<file path="src/hdl/core_settings.svh">
`ifndef CORE_SETTINGS_SVH
`define CORE_SETTINGS_SVH

// Datapath and register index widths
`define XLEN        64
`define REG_ADDR_W  5
`define INSN_W      32

// First PC expected after reset
`define RESET_PC    64'h0000_0000_0000_0000

// Cycles from multiplier start to result
`define MUL_LATENCY 3

`endif

</file>
<file path="src/hdl/core_pkg.sv">
`default_nettype none
`include "core_settings.svh"

package core_pkg;

    // Major opcodes
    localparam logic [6:0] OP_REG    = 7'b0110011;
    localparam logic [6:0] OP_IMM    = 7'b0010011;
    localparam logic [6:0] OP_BRANCH = 7'b1100011;

    // funct3 of register and immediate operations
    localparam logic [2:0] F3_ADD  = 3'b000;
    localparam logic [2:0] F3_SLT  = 3'b010;
    localparam logic [2:0] F3_SLTU = 3'b011;
    localparam logic [2:0] F3_XOR  = 3'b100;
    localparam logic [2:0] F3_OR   = 3'b110;
    localparam logic [2:0] F3_AND  = 3'b111;

    // funct3 of branches
    localparam logic [2:0] F3_BEQ  = 3'b000;
    localparam logic [2:0] F3_BNE  = 3'b001;
    localparam logic [2:0] F3_BLT  = 3'b100;
    localparam logic [2:0] F3_BGEU = 3'b111;

    localparam logic [6:0] F7_SUB = 7'b0100000;
    localparam logic [6:0] F7_MUL = 7'b0000001;

    typedef struct packed {
        logic [`XLEN-1:0]   pc;
        logic [`INSN_W-1:0] insn;
    } fetch_t;

    typedef struct packed {
        logic [6:0]             funct7;
        logic [`REG_ADDR_W-1:0] rs2;
        logic [`REG_ADDR_W-1:0] rs1;
        logic [2:0]             funct3;
        logic [`REG_ADDR_W-1:0] rd;
        logic [6:0]             opcode;
    } r_fmt_t;

    typedef struct packed {
        logic [11:0]            imm;
        logic [`REG_ADDR_W-1:0] rs1;
        logic [2:0]             funct3;
        logic [`REG_ADDR_W-1:0] rd;
        logic [6:0]             opcode;
    } i_fmt_t;

    // Branch offset is scattered over the word with bit 0 implied zero
    typedef struct packed {
        logic                   imm12;
        logic [5:0]             imm10_5;
        logic [`REG_ADDR_W-1:0] rs2;
        logic [`REG_ADDR_W-1:0] rs1;
        logic [2:0]             funct3;
        logic [3:0]             imm4_1;
        logic                   imm11;
        logic [6:0]             opcode;
    } b_fmt_t;

    typedef union packed {
        r_fmt_t r;
        i_fmt_t i;
        b_fmt_t b;
    } insn_word_u;

    typedef enum logic [2:0] {
        ALU_ADD,
        ALU_SUB,
        ALU_AND,
        ALU_OR,
        ALU_XOR,
        ALU_SLT,
        ALU_SLTU
    } alu_op_e;

    typedef enum logic [1:0] {
        COND_EQ,
        COND_NE,
        COND_LT,
        COND_GEU
    } cond_e;

    typedef enum logic {
        FU_ALU,
        FU_MUL
    } unit_e;

    typedef struct packed {
        logic [`XLEN-1:0]       pc;
        logic [`REG_ADDR_W-1:0] rs1;
        logic [`REG_ADDR_W-1:0] rs2;
        logic [`REG_ADDR_W-1:0] rd;
        logic [`XLEN-1:0]       immediate;
        logic                   use_imm;
        logic                   is_branch;
        cond_e                  cond;
        alu_op_e                alu_op;
        unit_e                  unit;
    } decoded_t;

    // One in-flight stage as seen by operand forwarding
    typedef struct packed {
        logic                   pending;
        logic [`REG_ADDR_W-1:0] rd;
        logic                   data_valid;
        logic [`XLEN-1:0]       data;
    } fwd_t;

    typedef struct packed {
        logic                   valid;
        logic [`XLEN-1:0]       pc;
        logic [`REG_ADDR_W-1:0] rd;
        logic [`XLEN-1:0]       data;
    } wb_t;

    typedef struct packed {
        logic             valid;
        logic [`XLEN-1:0] pc;
    } redirect_t;

endpackage

`default_nettype wire

</file>
<file path="src/hdl/insn_decoder.sv">
`timescale 1ns/1ns
`default_nettype none
`include "core_settings.svh"

module insn_decoder import core_pkg::*; (
    input  fetch_t   i_fetch,
    output decoded_t o_decoded
);

    insn_word_u word;

    assign word = i_fetch.insn;

    always_comb begin
        o_decoded           = '0;
        o_decoded.pc        = i_fetch.pc;
        o_decoded.rs1       = word.r.rs1;
        o_decoded.rs2       = word.r.rs2;
        o_decoded.rd        = word.r.rd;
        o_decoded.alu_op    = ALU_ADD;
        o_decoded.cond      = COND_EQ;
        o_decoded.unit      = FU_ALU;

        unique case (word.r.opcode)
            OP_REG: begin
                if (word.r.funct7 == F7_MUL) begin
                    o_decoded.unit = FU_MUL;
                end
                else begin
                    unique case (word.r.funct3)
                        F3_ADD:  o_decoded.alu_op = (word.r.funct7 == F7_SUB) ? ALU_SUB : ALU_ADD;
                        F3_SLT:  o_decoded.alu_op = ALU_SLT;
                        F3_SLTU: o_decoded.alu_op = ALU_SLTU;
                        F3_XOR:  o_decoded.alu_op = ALU_XOR;
                        F3_OR:   o_decoded.alu_op = ALU_OR;
                        F3_AND:  o_decoded.alu_op = ALU_AND;
                        default: o_decoded.alu_op = ALU_ADD;
                    endcase
                end
            end
            OP_BRANCH: begin
                // No destination since the rd slot carries offset bits
                o_decoded.rd        = '0;
                o_decoded.is_branch = 1'b1;
                o_decoded.immediate = {{(`XLEN-12){word.b.imm12}}, word.b.imm11,
                                       word.b.imm10_5, word.b.imm4_1, 1'b0};
                unique case (word.b.funct3)
                    F3_BNE:  o_decoded.cond = COND_NE;
                    F3_BLT:  o_decoded.cond = COND_LT;
                    F3_BGEU: o_decoded.cond = COND_GEU;
                    default: o_decoded.cond = COND_EQ;
                endcase
            end
            default: begin
                // Unknown opcodes become ADDI to x0
                o_decoded.rs2       = '0;
                o_decoded.use_imm   = 1'b1;
                o_decoded.immediate = {{(`XLEN-12){word.i.imm[11]}}, word.i.imm};
                if (word.i.opcode != OP_IMM) begin
                    o_decoded.rd = '0;
                end
            end
        endcase
    end

endmodule

`default_nettype wire

</file>
<file path="config.mk">
export PLATFORM = sky130hd
export DESIGN_NAME = insn_decoder
export DESIGN_NICKNAME = d
export VERILOG_FILES = /design/src/hdl/core_pkg.sv /design/src/hdl/insn_decoder.sv
export VERILOG_INCLUDE_DIRS = /design/src /design/src/hdl
export SDC_FILE = /design/constraint.sdc
export NUM_CORES = 1
export LEC_CHECK = 0
export BUFFER_PORTS_ARGS = -buffer_cell sky130_fd_sc_hd__buf_2
export CORE_AREA = 10 10 88 90
export DETAILED_ROUTE_END_ITERATION = 6
export DIE_AREA = 0 0 98 100
export PLACE_DENSITY = 0.74
export SLEW_MARGIN = 20
export SYNTH_ARGS = -nofsm -noshare
export SYNTH_HDL_FRONTEND = slang
export SYNTH_SLANG_ARGS = --single-unit
</file>
<file path="constraint.sdc">
create_clock -name vclk -period 2.25
set_input_delay 0.225 -clock vclk [all_inputs]
set_output_delay 0.225 -clock vclk [all_outputs]
set_load 0.005 [all_outputs]
</file>
After elaboration in Yosys (flattened, before gate mapping)

Cells that the tools add are included.

Add/subtract/negate cells: 0
$mul: 0
Div/mod/pow operators: 0
Order comparisons: 0
Equal/unequal tests: 11
Shift operators: 0
Muxes and demuxes: 11
Bitwise gates (word level): 0
Reduce and logical (&&, ||, !) cells: 2

Operator list:

| kind                                                            | count |
|---|---|
| 69-bit one-hot mux with 2 select lines                          | 1 |
| 3-bit one-hot mux with 6 select lines                           | 1 |
| 7-bit by 6-bit == test with 1-bit output, second input constant | 2 |
| 5-bit two-way mux                                               | 2 |
| 3-bit == test, second input constant                            | 3 |
| 7-bit by 1-bit == test with 1-bit output, second input constant | 1 |
| 7-bit == test, second input constant                            | 1 |
| 7-bit by 5-bit != test with 1-bit output, second input constant | 1 |
| 3-bit by 2-bit == test with 1-bit output, second input constant | 2 |
| 3-bit two-way mux                                               | 2 |
| 2-bit one-hot mux with 3 select lines                           | 1 |
| 4-bit two-way mux                                               | 1 |
| 3-bit by 1-bit == test with 1-bit output, second input constant | 1 |
| 3-bit logical NOT                                               | 1 |
| 1-bit two-way mux                                               | 3 |
| 2-bit OR reduction                                              | 1 |

Bits in registers: 0
Latch bits: 0
RAM bits: 0
ROM bits: 0
Input bits: 96
Output and inout bits: 151
Word-level logic and storage cells: 24
Memories kept: 0

Depth between registers and ports, before layout

Depth in word-level cells: 5
Gate-level depth with buffers: 5
Depth with buffers taken out: 3

Least setup slack after synthesis

OpenSTA, ideal clock, no wires.

Path type: input-to-output
From: in i_fetch[2] (netlist name)
To: out o_decoded[21] (netlist name)
Data arrival time: 2041 ps
Required time: 2025 ps
Path slack: -16 ps
Cell stages on the path: 5
Buffers on the path: 2
Cell sequence: and4bb_2 -> buf_6 -> nand4b_1 -> and2_1 -> buf_4

RTL lines:

| element         | line              | RTL |
|---|---|---|
| start, declared | insn_decoder.sv:6 | `input fetch_t i_fetch,` |
| end, declared   | insn_decoder.sv:7 | `output decoded_t o_decoded` |

==> results.ini <==
[clock_tree]
post_cts_buffers=0
ctsHoldBuffers=0
cts_resized=0

[worst_hold_path]
hold_path_class=in2out
min_from=i_fetch[53]

[floorplanning]
start_util=0.224
die_area_mm2=0.00980
row_count=29
die_y_um=100
io_pins=247
die_width_um=98
core-area_mm2=0.00613

[timing]
drv_slew=0
setup_viol=0
final.period_utilization=0.756
rsz0062_at_grt=no
fmax_mhz=588
hold_violations=0
post-route-min-period_ns=1.70
fin_tns_setup_ns=0
worst_slew_pin_slew_ns=0.574
max-slew-margin-rel=0.617

[yosys]
syn_nets=283
syn_area_mm2=0.00138
synth.avg_cell_area_um2=7.36
synthCells=187
synth.distinct_cells=30
yosysWarnings=0
yosysSeqAreaShare=0

[setup_path]
endpoint_kind=output port
cp_data_required_time_ns=2.03
critPathSlowestCell=or4_4
cp_common_cell=buf_2
critPathArrivalTime_ns=1.48
startpoint=i_fetch[28]
worst_setup_path_start_kind=primary input
crit_path_max_incr_delay_ns=0.54
cp_cell_sequence=buf_2, or4_4, nor4b_4, and2b_2, buf_2
cp_max_fo=4
cp_top_family=simple AND/OR/NAND/NOR gates
critical_path_class=in2out
path_buf_inv=2

[route]
drtIter0Drc=21
routed_via_density=4.23
drt-total-wl_um=4010
drt_pass1_iterations=3
remaining_drc_errors=0
vias=1067
drtAntennaViolNets=0
routedWlPerCell_um=15.9

[power]
ir_worst_vdd_uv=46.6
powerDensity_mw_per_mm2=150
leakage_uw=0.000623

[run]
cap_violations=0

[placement]
dp_hpwl_um=3670
gp_congestion=0.710
place_inst=252
io_buffers=109

[grt]
grt.total_usage=0.0680
overflow=0
antenna_found_initial=0
grt_pass1_vias=1103
grt_pass1_wl_um=5800
grt_max_degree=53

[final_layout]
diodes=0
layout-drive-gt1-share=0.674
regArea_um2=0
nClkBuffers=0
design.seq.count=0
nNetsFinal=273
syn_to_final_growth_pct=-19.4
stdcell_count=252

[status]
outcome=finished clean

==> cells in the final DEF, fill, tap and decap left out <==
master	n
and3b_1	1
inv_1	2
and2_1	15
o21a_1	1
xnor2_1	1
nand2_1	2
and2b_2	1
xor2_1	1
buf_2	109
nor4b_1	1
o2bb2ai_1	5
nand3_1	3
nor3b_1	1
and4bb_2	1
nor2b_1	6
a21oi_1	1
nor4_1	1
nor4b_4	1
o21ai_0	1
or4_4	1
nand2b_1	2
nor3_1	3
nor2_1	2
a41oi_1	5
nand4b_1	2
buf_4	3
and2_2	2
and3_1	1
==> routing by layer <==
layer | GRT usage | vias to the layer above | share of wire
met4 | 0.0358 | 0 | 0.052
met3 | 0.0618 | 24 | 0.23
met2 | 0.103 | 126 | 0.38
met5 | 0 | - | 0
li1 | - | 464 | -
met1 | 0.0614 | 453 | 0.34
==> power breakdown <==
part,switching (µW),internal [µW]
Sequential,0,0
Clock,0,0
Combinational,84.0,82.2
Total,84.0,82.2
==> through the flow <==
stage	hold WS, ns	instance area (µm²)	util	total power, µW	setup slack (ns)
2_1_floorplan	0.524	1380	-	230	0.407
3_3_place_gp	0.450	1110	0.181	169	0.584
3_5_place_dp	0.450	1110	0.181	172	0.534
4_1_cts	0.450	1110	0.181	172	0.534
5_1_grt	0.450	1110	0.181	187	0.416
6_report	0.450	1110	0.181	166	0.549
==> final timing paths <==
path / to / slack, ns / cells past startpoint
worst min-delay path: o_decoded[108] / 0.45 / 0
worst max-delay path: o_decoded[0] / 0.55 / 5
==> synthesized netlist by cell type (2+ instances only) <==
library cell | n | share of area
buf_4 | 120 | 0.65
nand2b_1 | 2 | 0.0091
buf_6 | 2 | 0.016
nand3_1 | 3 | 0.011
o2bb2ai_1 | 5 | 0.032
a41oi_1 | 5 | 0.032
nor2_1 | 2 | 0.0055
and2_1 | 16 | 0.073
nor3_1 | 3 | 0.011
nand2_1 | 2 | 0.0055
inv_1 | 2 | 0.0055
nand4b_1 | 2 | 0.013
nor2b_1 | 6 | 0.027
==> cells by family (layout without fill, tap and decap cells) <==
logic type,Yosys count,in the layout,share of synthesized area
xor gates and xnor gates,2,2,0.0127
buffers and inverters,126,114,0.683
AOI/OAI and AO/OA,13,13,0.0764
and+or+nand+nor,46,46,0.228
==> area by class of cell <==
cell class                      instances  area [µm²]
Fill cell                             684        5020
Timing Repair Buffer                  112         568
Multi-Input combinational cell         61         438
Tap cell                               77        96.3
Inverter                                2        7.51
Note: power is estimated with default switching activity, not from simulation.
