File: src/hdl/core_settings.svh
`ifndef CORE_SETTINGS_SVH
`define CORE_SETTINGS_SVH

// Datapath and register index widths
`define XLEN        64
`define REG_ADDR_W  5
`define INSN_W      32

// First PC expected after reset
`define RESET_PC    64'h0000_0000_0000_0000

// Cycles from multiplier start to result
`define MUL_LATENCY 3

`endif

File: src/hdl/core_pkg.sv
`default_nettype none
`include "core_settings.svh"

package core_pkg;

    // Major opcodes
    localparam logic [6:0] OP_REG    = 7'b0110011;
    localparam logic [6:0] OP_IMM    = 7'b0010011;
    localparam logic [6:0] OP_BRANCH = 7'b1100011;

    // funct3 of register and immediate operations
    localparam logic [2:0] F3_ADD  = 3'b000;
    localparam logic [2:0] F3_SLT  = 3'b010;
    localparam logic [2:0] F3_SLTU = 3'b011;
    localparam logic [2:0] F3_XOR  = 3'b100;
    localparam logic [2:0] F3_OR   = 3'b110;
    localparam logic [2:0] F3_AND  = 3'b111;

    // funct3 of branches
    localparam logic [2:0] F3_BEQ  = 3'b000;
    localparam logic [2:0] F3_BNE  = 3'b001;
    localparam logic [2:0] F3_BLT  = 3'b100;
    localparam logic [2:0] F3_BGEU = 3'b111;

    localparam logic [6:0] F7_SUB = 7'b0100000;
    localparam logic [6:0] F7_MUL = 7'b0000001;

    typedef struct packed {
        logic [`XLEN-1:0]   pc;
        logic [`INSN_W-1:0] insn;
    } fetch_t;

    typedef struct packed {
        logic [6:0]             funct7;
        logic [`REG_ADDR_W-1:0] rs2;
        logic [`REG_ADDR_W-1:0] rs1;
        logic [2:0]             funct3;
        logic [`REG_ADDR_W-1:0] rd;
        logic [6:0]             opcode;
    } r_fmt_t;

    typedef struct packed {
        logic [11:0]            imm;
        logic [`REG_ADDR_W-1:0] rs1;
        logic [2:0]             funct3;
        logic [`REG_ADDR_W-1:0] rd;
        logic [6:0]             opcode;
    } i_fmt_t;

    // Branch offset is scattered over the word with bit 0 implied zero
    typedef struct packed {
        logic                   imm12;
        logic [5:0]             imm10_5;
        logic [`REG_ADDR_W-1:0] rs2;
        logic [`REG_ADDR_W-1:0] rs1;
        logic [2:0]             funct3;
        logic [3:0]             imm4_1;
        logic                   imm11;
        logic [6:0]             opcode;
    } b_fmt_t;

    typedef union packed {
        r_fmt_t r;
        i_fmt_t i;
        b_fmt_t b;
    } insn_word_u;

    typedef enum logic [2:0] {
        ALU_ADD,
        ALU_SUB,
        ALU_AND,
        ALU_OR,
        ALU_XOR,
        ALU_SLT,
        ALU_SLTU
    } alu_op_e;

    typedef enum logic [1:0] {
        COND_EQ,
        COND_NE,
        COND_LT,
        COND_GEU
    } cond_e;

    typedef enum logic {
        FU_ALU,
        FU_MUL
    } unit_e;

    typedef struct packed {
        logic [`XLEN-1:0]       pc;
        logic [`REG_ADDR_W-1:0] rs1;
        logic [`REG_ADDR_W-1:0] rs2;
        logic [`REG_ADDR_W-1:0] rd;
        logic [`XLEN-1:0]       immediate;
        logic                   use_imm;
        logic                   is_branch;
        cond_e                  cond;
        alu_op_e                alu_op;
        unit_e                  unit;
    } decoded_t;

    // One in-flight stage as seen by operand forwarding
    typedef struct packed {
        logic                   pending;
        logic [`REG_ADDR_W-1:0] rd;
        logic                   data_valid;
        logic [`XLEN-1:0]       data;
    } fwd_t;

    typedef struct packed {
        logic                   valid;
        logic [`XLEN-1:0]       pc;
        logic [`REG_ADDR_W-1:0] rd;
        logic [`XLEN-1:0]       data;
    } wb_t;

    typedef struct packed {
        logic             valid;
        logic [`XLEN-1:0] pc;
    } redirect_t;

endpackage

`default_nettype wire

File: src/hdl/reg_file.sv
`timescale 1ns/1ns
`default_nettype none
`include "core_settings.svh"

module reg_file import core_pkg::*; (
    input  logic                   clk,
    input  logic                   resetn,
    input  logic [`REG_ADDR_W-1:0] i_ra,
    input  logic [`REG_ADDR_W-1:0] i_rb,
    output logic [`XLEN-1:0]       o_ra_data,
    output logic [`XLEN-1:0]       o_rb_data,
    input  wb_t                    i_wb
);

    localparam int NREGS = 1 << `REG_ADDR_W;

    logic [`XLEN-1:0] regs [NREGS];

    always_ff @(posedge clk or negedge resetn) begin
        if (!resetn) begin
            for (int i = 0; i < NREGS; i++) begin
                regs[i] <= '0;
            end
        end
        else if (i_wb.valid && i_wb.rd != '0) begin
            regs[i_wb.rd] <= i_wb.data;
        end
    end

    // x0 is hardwired
    assign o_ra_data = (i_ra == '0) ? '0 : regs[i_ra];
    assign o_rb_data = (i_rb == '0) ? '0 : regs[i_rb];

endmodule

`default_nettype wire

File: config.mk
export PLATFORM = sky130hd
export DESIGN_NAME = reg_file
export DESIGN_NICKNAME = d
export VERILOG_FILES = /design/src/hdl/core_pkg.sv /design/src/hdl/reg_file.sv
export VERILOG_INCLUDE_DIRS = /design/src /design/src/hdl
export SDC_FILE = /design/constraint.sdc
export NUM_CORES = 2
export LEC_CHECK = 0
export BUFFER_PORTS_ARGS = -buffer_cell sky130_fd_sc_hd__buf_2
export CORE_ASPECT_RATIO = 0.9
export CORE_MARGIN = 2
export CORE_UTILIZATION = 30
export DETAILED_ROUTE_END_ITERATION = 7
export HOLD_SLACK_MARGIN = 0.1
export SLEW_MARGIN = 0
export SYNTH_ARGS = -nofsm -noshare
export SYNTH_HDL_FRONTEND = slang
export SYNTH_SLANG_ARGS = --single-unit
File: constraint.sdc
create_clock -name clk -period 4.4 [get_ports clk]
set_input_delay 0.66 -clock clk [delete_from_list [all_inputs] [get_ports clk]]
set_output_delay 0.66 -clock clk [all_outputs]
set_load 0.005 [all_outputs]
Word-level counts from Yosys, hierarchy flattened
Index checks and enable logic that the tools add are counted.
- flip-flop bits (word level): 2048
- output and inout port bits: 128
- logic and storage cells: 55
- input bits: 146
- multiplexer cells: 11
- bitwise gates (word level): 3
- order comparisons: 4
- reductions and logical operators: 5
- operator list (cell ; number):
    bitwise mux 2048 bit ; 1
    binary-select mux 64 bit (select 5 bit) ; 2
    two-way mux 64 bit ; 7
    demux 64 bit (select 5 bit) ; 1
    >= comparator 6 bit (second input constant) ; 3
    NOT 5 -> 6 bit ; 3
    zero test 5 bit ; 2
    < comparator 6 x 1 -> 1 bit (second input constant) ; 1
    nonzero test 5 bit ; 1
    logical AND 1 bit ; 2

Depth between registers and ports, before layout
- depth after elaboration: 6
- mapped depth: 10
- gate-level depth less buffers: 4

Worst setup path before layout
OpenSTA, ideal clock, no wires.
- path kind: input to output
- start: in i_rb[0]
- end: out o_rb_data[14]
- stages on the path: 8
- path buffers: 4
- required time: 3.740 ns
- slack: 1.321 ns
- data arrival time: 2.419 ns
- cell sequence: buf_2 buf_6 buf_2 buf_2 mux4_2 mux2i_1 o22ai_1 a31o_2
- word-level cells in the longest chain between the ends: 5
- elaborated cells on any way between the ends: 6
- classes of those cells: mux (4); bitwise (1); reduce/logical (1)
- ends and longest elaborated chain (what ; RTL line ; source):
    start: declaration ; reg_file.sv:9 ; input logic [`REG_ADDR_W-1:0] i_rb,
    NOT 5 -> 6 bit (not written as such) ; reg_file.sv:32 ; assign o_rb_data = (i_rb == '0) ? '0 : regs[i_rb];
    binary-select mux 64 bit (select 5 bit) ; reg_file.sv:32 ;
    two-way mux 64 bit (not written as such) (2 in series) ; reg_file.sv:32 ;
    two-way mux 64 bit (*) ; reg_file.sv:32 ;
    end: declaration ; reg_file.sv:11 ; output logic [`XLEN-1:0] o_rb_data,
Every way passes the cells marked *; elsewhere a longest branch is shown, timed or not. The select of a mux whose other input is x is not followed.

Worst setup path in the final report
- start: in i_rb[0]
- end: out o_rb_data[58]
The elaborated chain is that of the path after synthesis.

==> results_dict.tcl <==
set metrics [dict create \
    status "finished, final reports clean" \
    reg2regPathDepth 1 \
    grt_pass1_vias 71400 \
    vias_per_cell 5.67 \
    crit_fanout 49 \
    syn_inst 6963 \
    cp.required_ns 3.74 \
    final_nets 7033 \
    setup_viol 0 \
    worstReg2RegEnd "regs[1647]" \
    hold_path_class "in2async" \
    syn-num-nets 7109 \
    drc_errors 0 \
    cts_buffer_depth 4 \
    top_usage_layer "met2" \
    portBuffers 209 \
    tns_ns 0 \
    synth_area_sq_um 108000 \
    synth.area.mux_share 0.459 \
    synth_ff_type "dfrtp_1" \
    vdd_ir_drop_max_uv 314 \
    clkTransAtPathRegs_ns 0.06 \
    post_cts_resize_count 0 \
    die_height_um 574 \
    numCtsBuffers 227 \
    antenna_left 0 \
    synth-adder-area-share 0 \
    yosysWarnings 0 \
    start_kind "input port" \
    grt_first_pass_wirelength_um 525000 \
    num_vias 67000 \
    cap_violations 0 \
    placed_area_sq_um 116000 \
    post_layout_nonfiller_instances 11800 \
    leakagePower_nw 53.2 \
    largest_register_ffs 2048 \
    max_freq_mhz 251 \
    rr_startpoint "regs[1647]" \
    slew_violations 0 \
    grt_use_met3 0.0329 \
    fin_area_sq_um 124000 \
    syn2layout_area_growth_pct 14.2 \
    worst_pin_slew_ns 1.13 \
    synthDistinctLibCells 48 \
    drtIter0Drc 5713 \
    crit_path_end_kind "output port" \
    ctsHtreeMaxLevel 4 \
    yosys.area_share.xor_xnor 0 \
    synth_seq_area_share 0.473 \
    rsz0062_at_grt "false" \
    clock-sinks 2048 \
    drive_gt1_frac 0.554 \
    dp_hpwl_um 206000 \
    grt_max_degree 136 \
    dp_cells 11400 \
    use_met1 0.260 \
    antenna_found_initial 66 \
    start_util 0.301 \
    wire_per_inst_um 30.7 \
    async_flop_share 1.00 \
    ff2ff_setup_slack_ns 3.58 \
    p_per_area_nw_per_um2 458 \
    timing.hold.ws_ns 0.335 \
    cp_data_arrival_time_ns 3.32 \
    num_rows 209 \
    use_met2 0.319 \
    synth_edf_count 0 \
    finClkSkew_ns 0 \
    top_regs "regs x2048" \
    avgSynthCellArea_sq_um 15.6 \
    synth_top_family_by_area "multiplexers" \
    hold_viol 0 \
    cts_tree "yes" \
    drt-total-wl_um 364000 \
    clk-insertion-delay-late_ns 0.85 \
    track_usage 0.195 \
    grt-ovfl-total 0 \
    yosys.area_share.simple 0.0141 \
    relSlewSlack 0.242 \
    die_x_um 638 \
    period_needed_ns 3.98 \
    synth_compound_area_frac 0.0214 \
    worst_slack_ns 0.416 \
    critPathKind "in2out" \
    root_buffer "clkbuf_16" \
    synth_seq_cells 2048 \
    dr.pass1.iters 6 \
    dieArea_sq_um 366000 \
    place_congestion 0.797 \
    top_register "regs" \
    post-cts-setup-buffers 0 \
    finalCritPeriodShare 0.906 \
    coreArea_sq_um 360000 \
    pre_cts_slack_ns 0.389 \
    total_power_mw 56.7 \
    fin_util 0.344 \
    io_pins 274 \
]
cells in the final DEF, fill, tap and decap left out, types with 17 or more instances in the layout:
master     count
a22oi_1       26
buf_12       124
buf_2        199
buf_4        170
bufinv_16     24
clkbuf_1      36
clkbuf_16    228
clkbuf_8      60
clkinv_2      38
dfrtp_1     2048
diode_2       20
mux2_2      2008
mux2i_1      520
mux4_2       968
nand2_1       27
nor2_1        18
nor2b_1       36
nor3_1        17
o22a_1        17
o22ai_1      182
or2_1         71
Yosys cell counts, types with 2 or more instances:
library cell	count	share of area
o221ai_1	12	0.00097
or3_1	4	0.00023
a22oi_1	26	0.0018
nor2_1	30	0.0010
buf_1	51	0.0018
buf_2	286	0.013
nand2_1	40	0.0014
and2_1	6	0.00035
o22ai_1	182	0.011
o211ai_1	4	0.00028
nor2b_1	39	0.0023
nand3_1	9	0.00042
and2_0	3	0.00017
mux2_1	14	0.0015
buf_6	10	0.0010
dfrtp_1	2048	0.47
a22o_1	11	0.00089
nand4b_1	3	0.00024
mux2_2	2008	0.21
nor3_2	4	0.00037
nor3b_1	3	0.00021
nor4_1	12	0.00069
o32ai_1	4	0.00032
a31o_2	13	0.0011
o31ai_1	4	0.00028
or2_2	3	0.00017
nand2b_1	14	0.00081
clkbuf_1	434	0.015
a211oi_1	14	0.00097
o22a_1	17	0.0014
or2_1	71	0.0041
and3_1	5	0.00029
a211o_1	13	0.0011
nor3_1	17	0.00078
a21oi_1	13	0.00060
a221oi_1	2	0.00016
mux2i_1	520	0.048
buf_4	26	0.0018
or4_1	4	0.00028
mux4_2	968	0.20
a2111oi_0	9	0.00073
critical path, stage by stage:
cell and delay [ns]:
buf_8 0.37, buf_4 0.31, buf_4 0.20, mux2i_1 0.09, o22ai_1 0.17, nor4_1 0.09, a2111oi_2 0.97, buf_2 0.26
power breakdown:
part / total [mW] / switching [mW] / internal [mW] / leakage (nW)
clock: 20.0 / 8.09 / 11.9 / 3.81
combinational: 11.7 / 4.73 / 6.98 / 23.1
sequential: 25.0 / 2.61 / 22.4 / 26.3
metal layers:
metal | share of wire | vias to the layer above
li1 | - | 26800
met1 | 0.42 | 37100
met2 | 0.48 | 2422
met3 | 0.063 | 688
met4 | 0.041 | 22
met5 | 0.00038 | -
cell type report:
| class | instances | area (sq um) |
|---|---|---|
| antenna | 20 | 50.0 |
| clock buffer | 323 | 6650 |
| clock inverter | 85 | 1110 |
| fill | 34100 | 236000 |
| multi-input combinational | 4108 | 53900 |
| sequential | 2048 | 51200 |
| tap | 4747 | 5940 |
| timing repair buffer | 502 | 4880 |
timing repair:
item,in CTS,in global routing
hold buffers,1,0
hold endpoints to repair,54,0
setup endpoints to repair,0,0
kinds of logic after synthesis:
family | count (synthesis)
multiplexers | 3510
flip-flops | 2048
buffers and inverters | 807
AO/OA/AOI/OAI | 328
AND/OR/NAND/NOR | 270
how the worst max path moves through the flow:
stage	cells past startpoint	from	to	slack (ns)
finish	8	i_rb[0]	o_rb_data[58]	0.42
global route	8	i_rb[0]	o_rb_data[8]	0.30
CTS	8	i_rb[0]	o_rb_data[58]	0.38
detailed placement	8	i_rb[0]	o_rb_data[58]	0.39
global placement	8	i_rb[0]	o_rb_data[58]	0.37
floorplan	8	i_rb[0]	o_rb_data[14]	1.32
No activity file was read; power rests on OpenSTA's default activity.
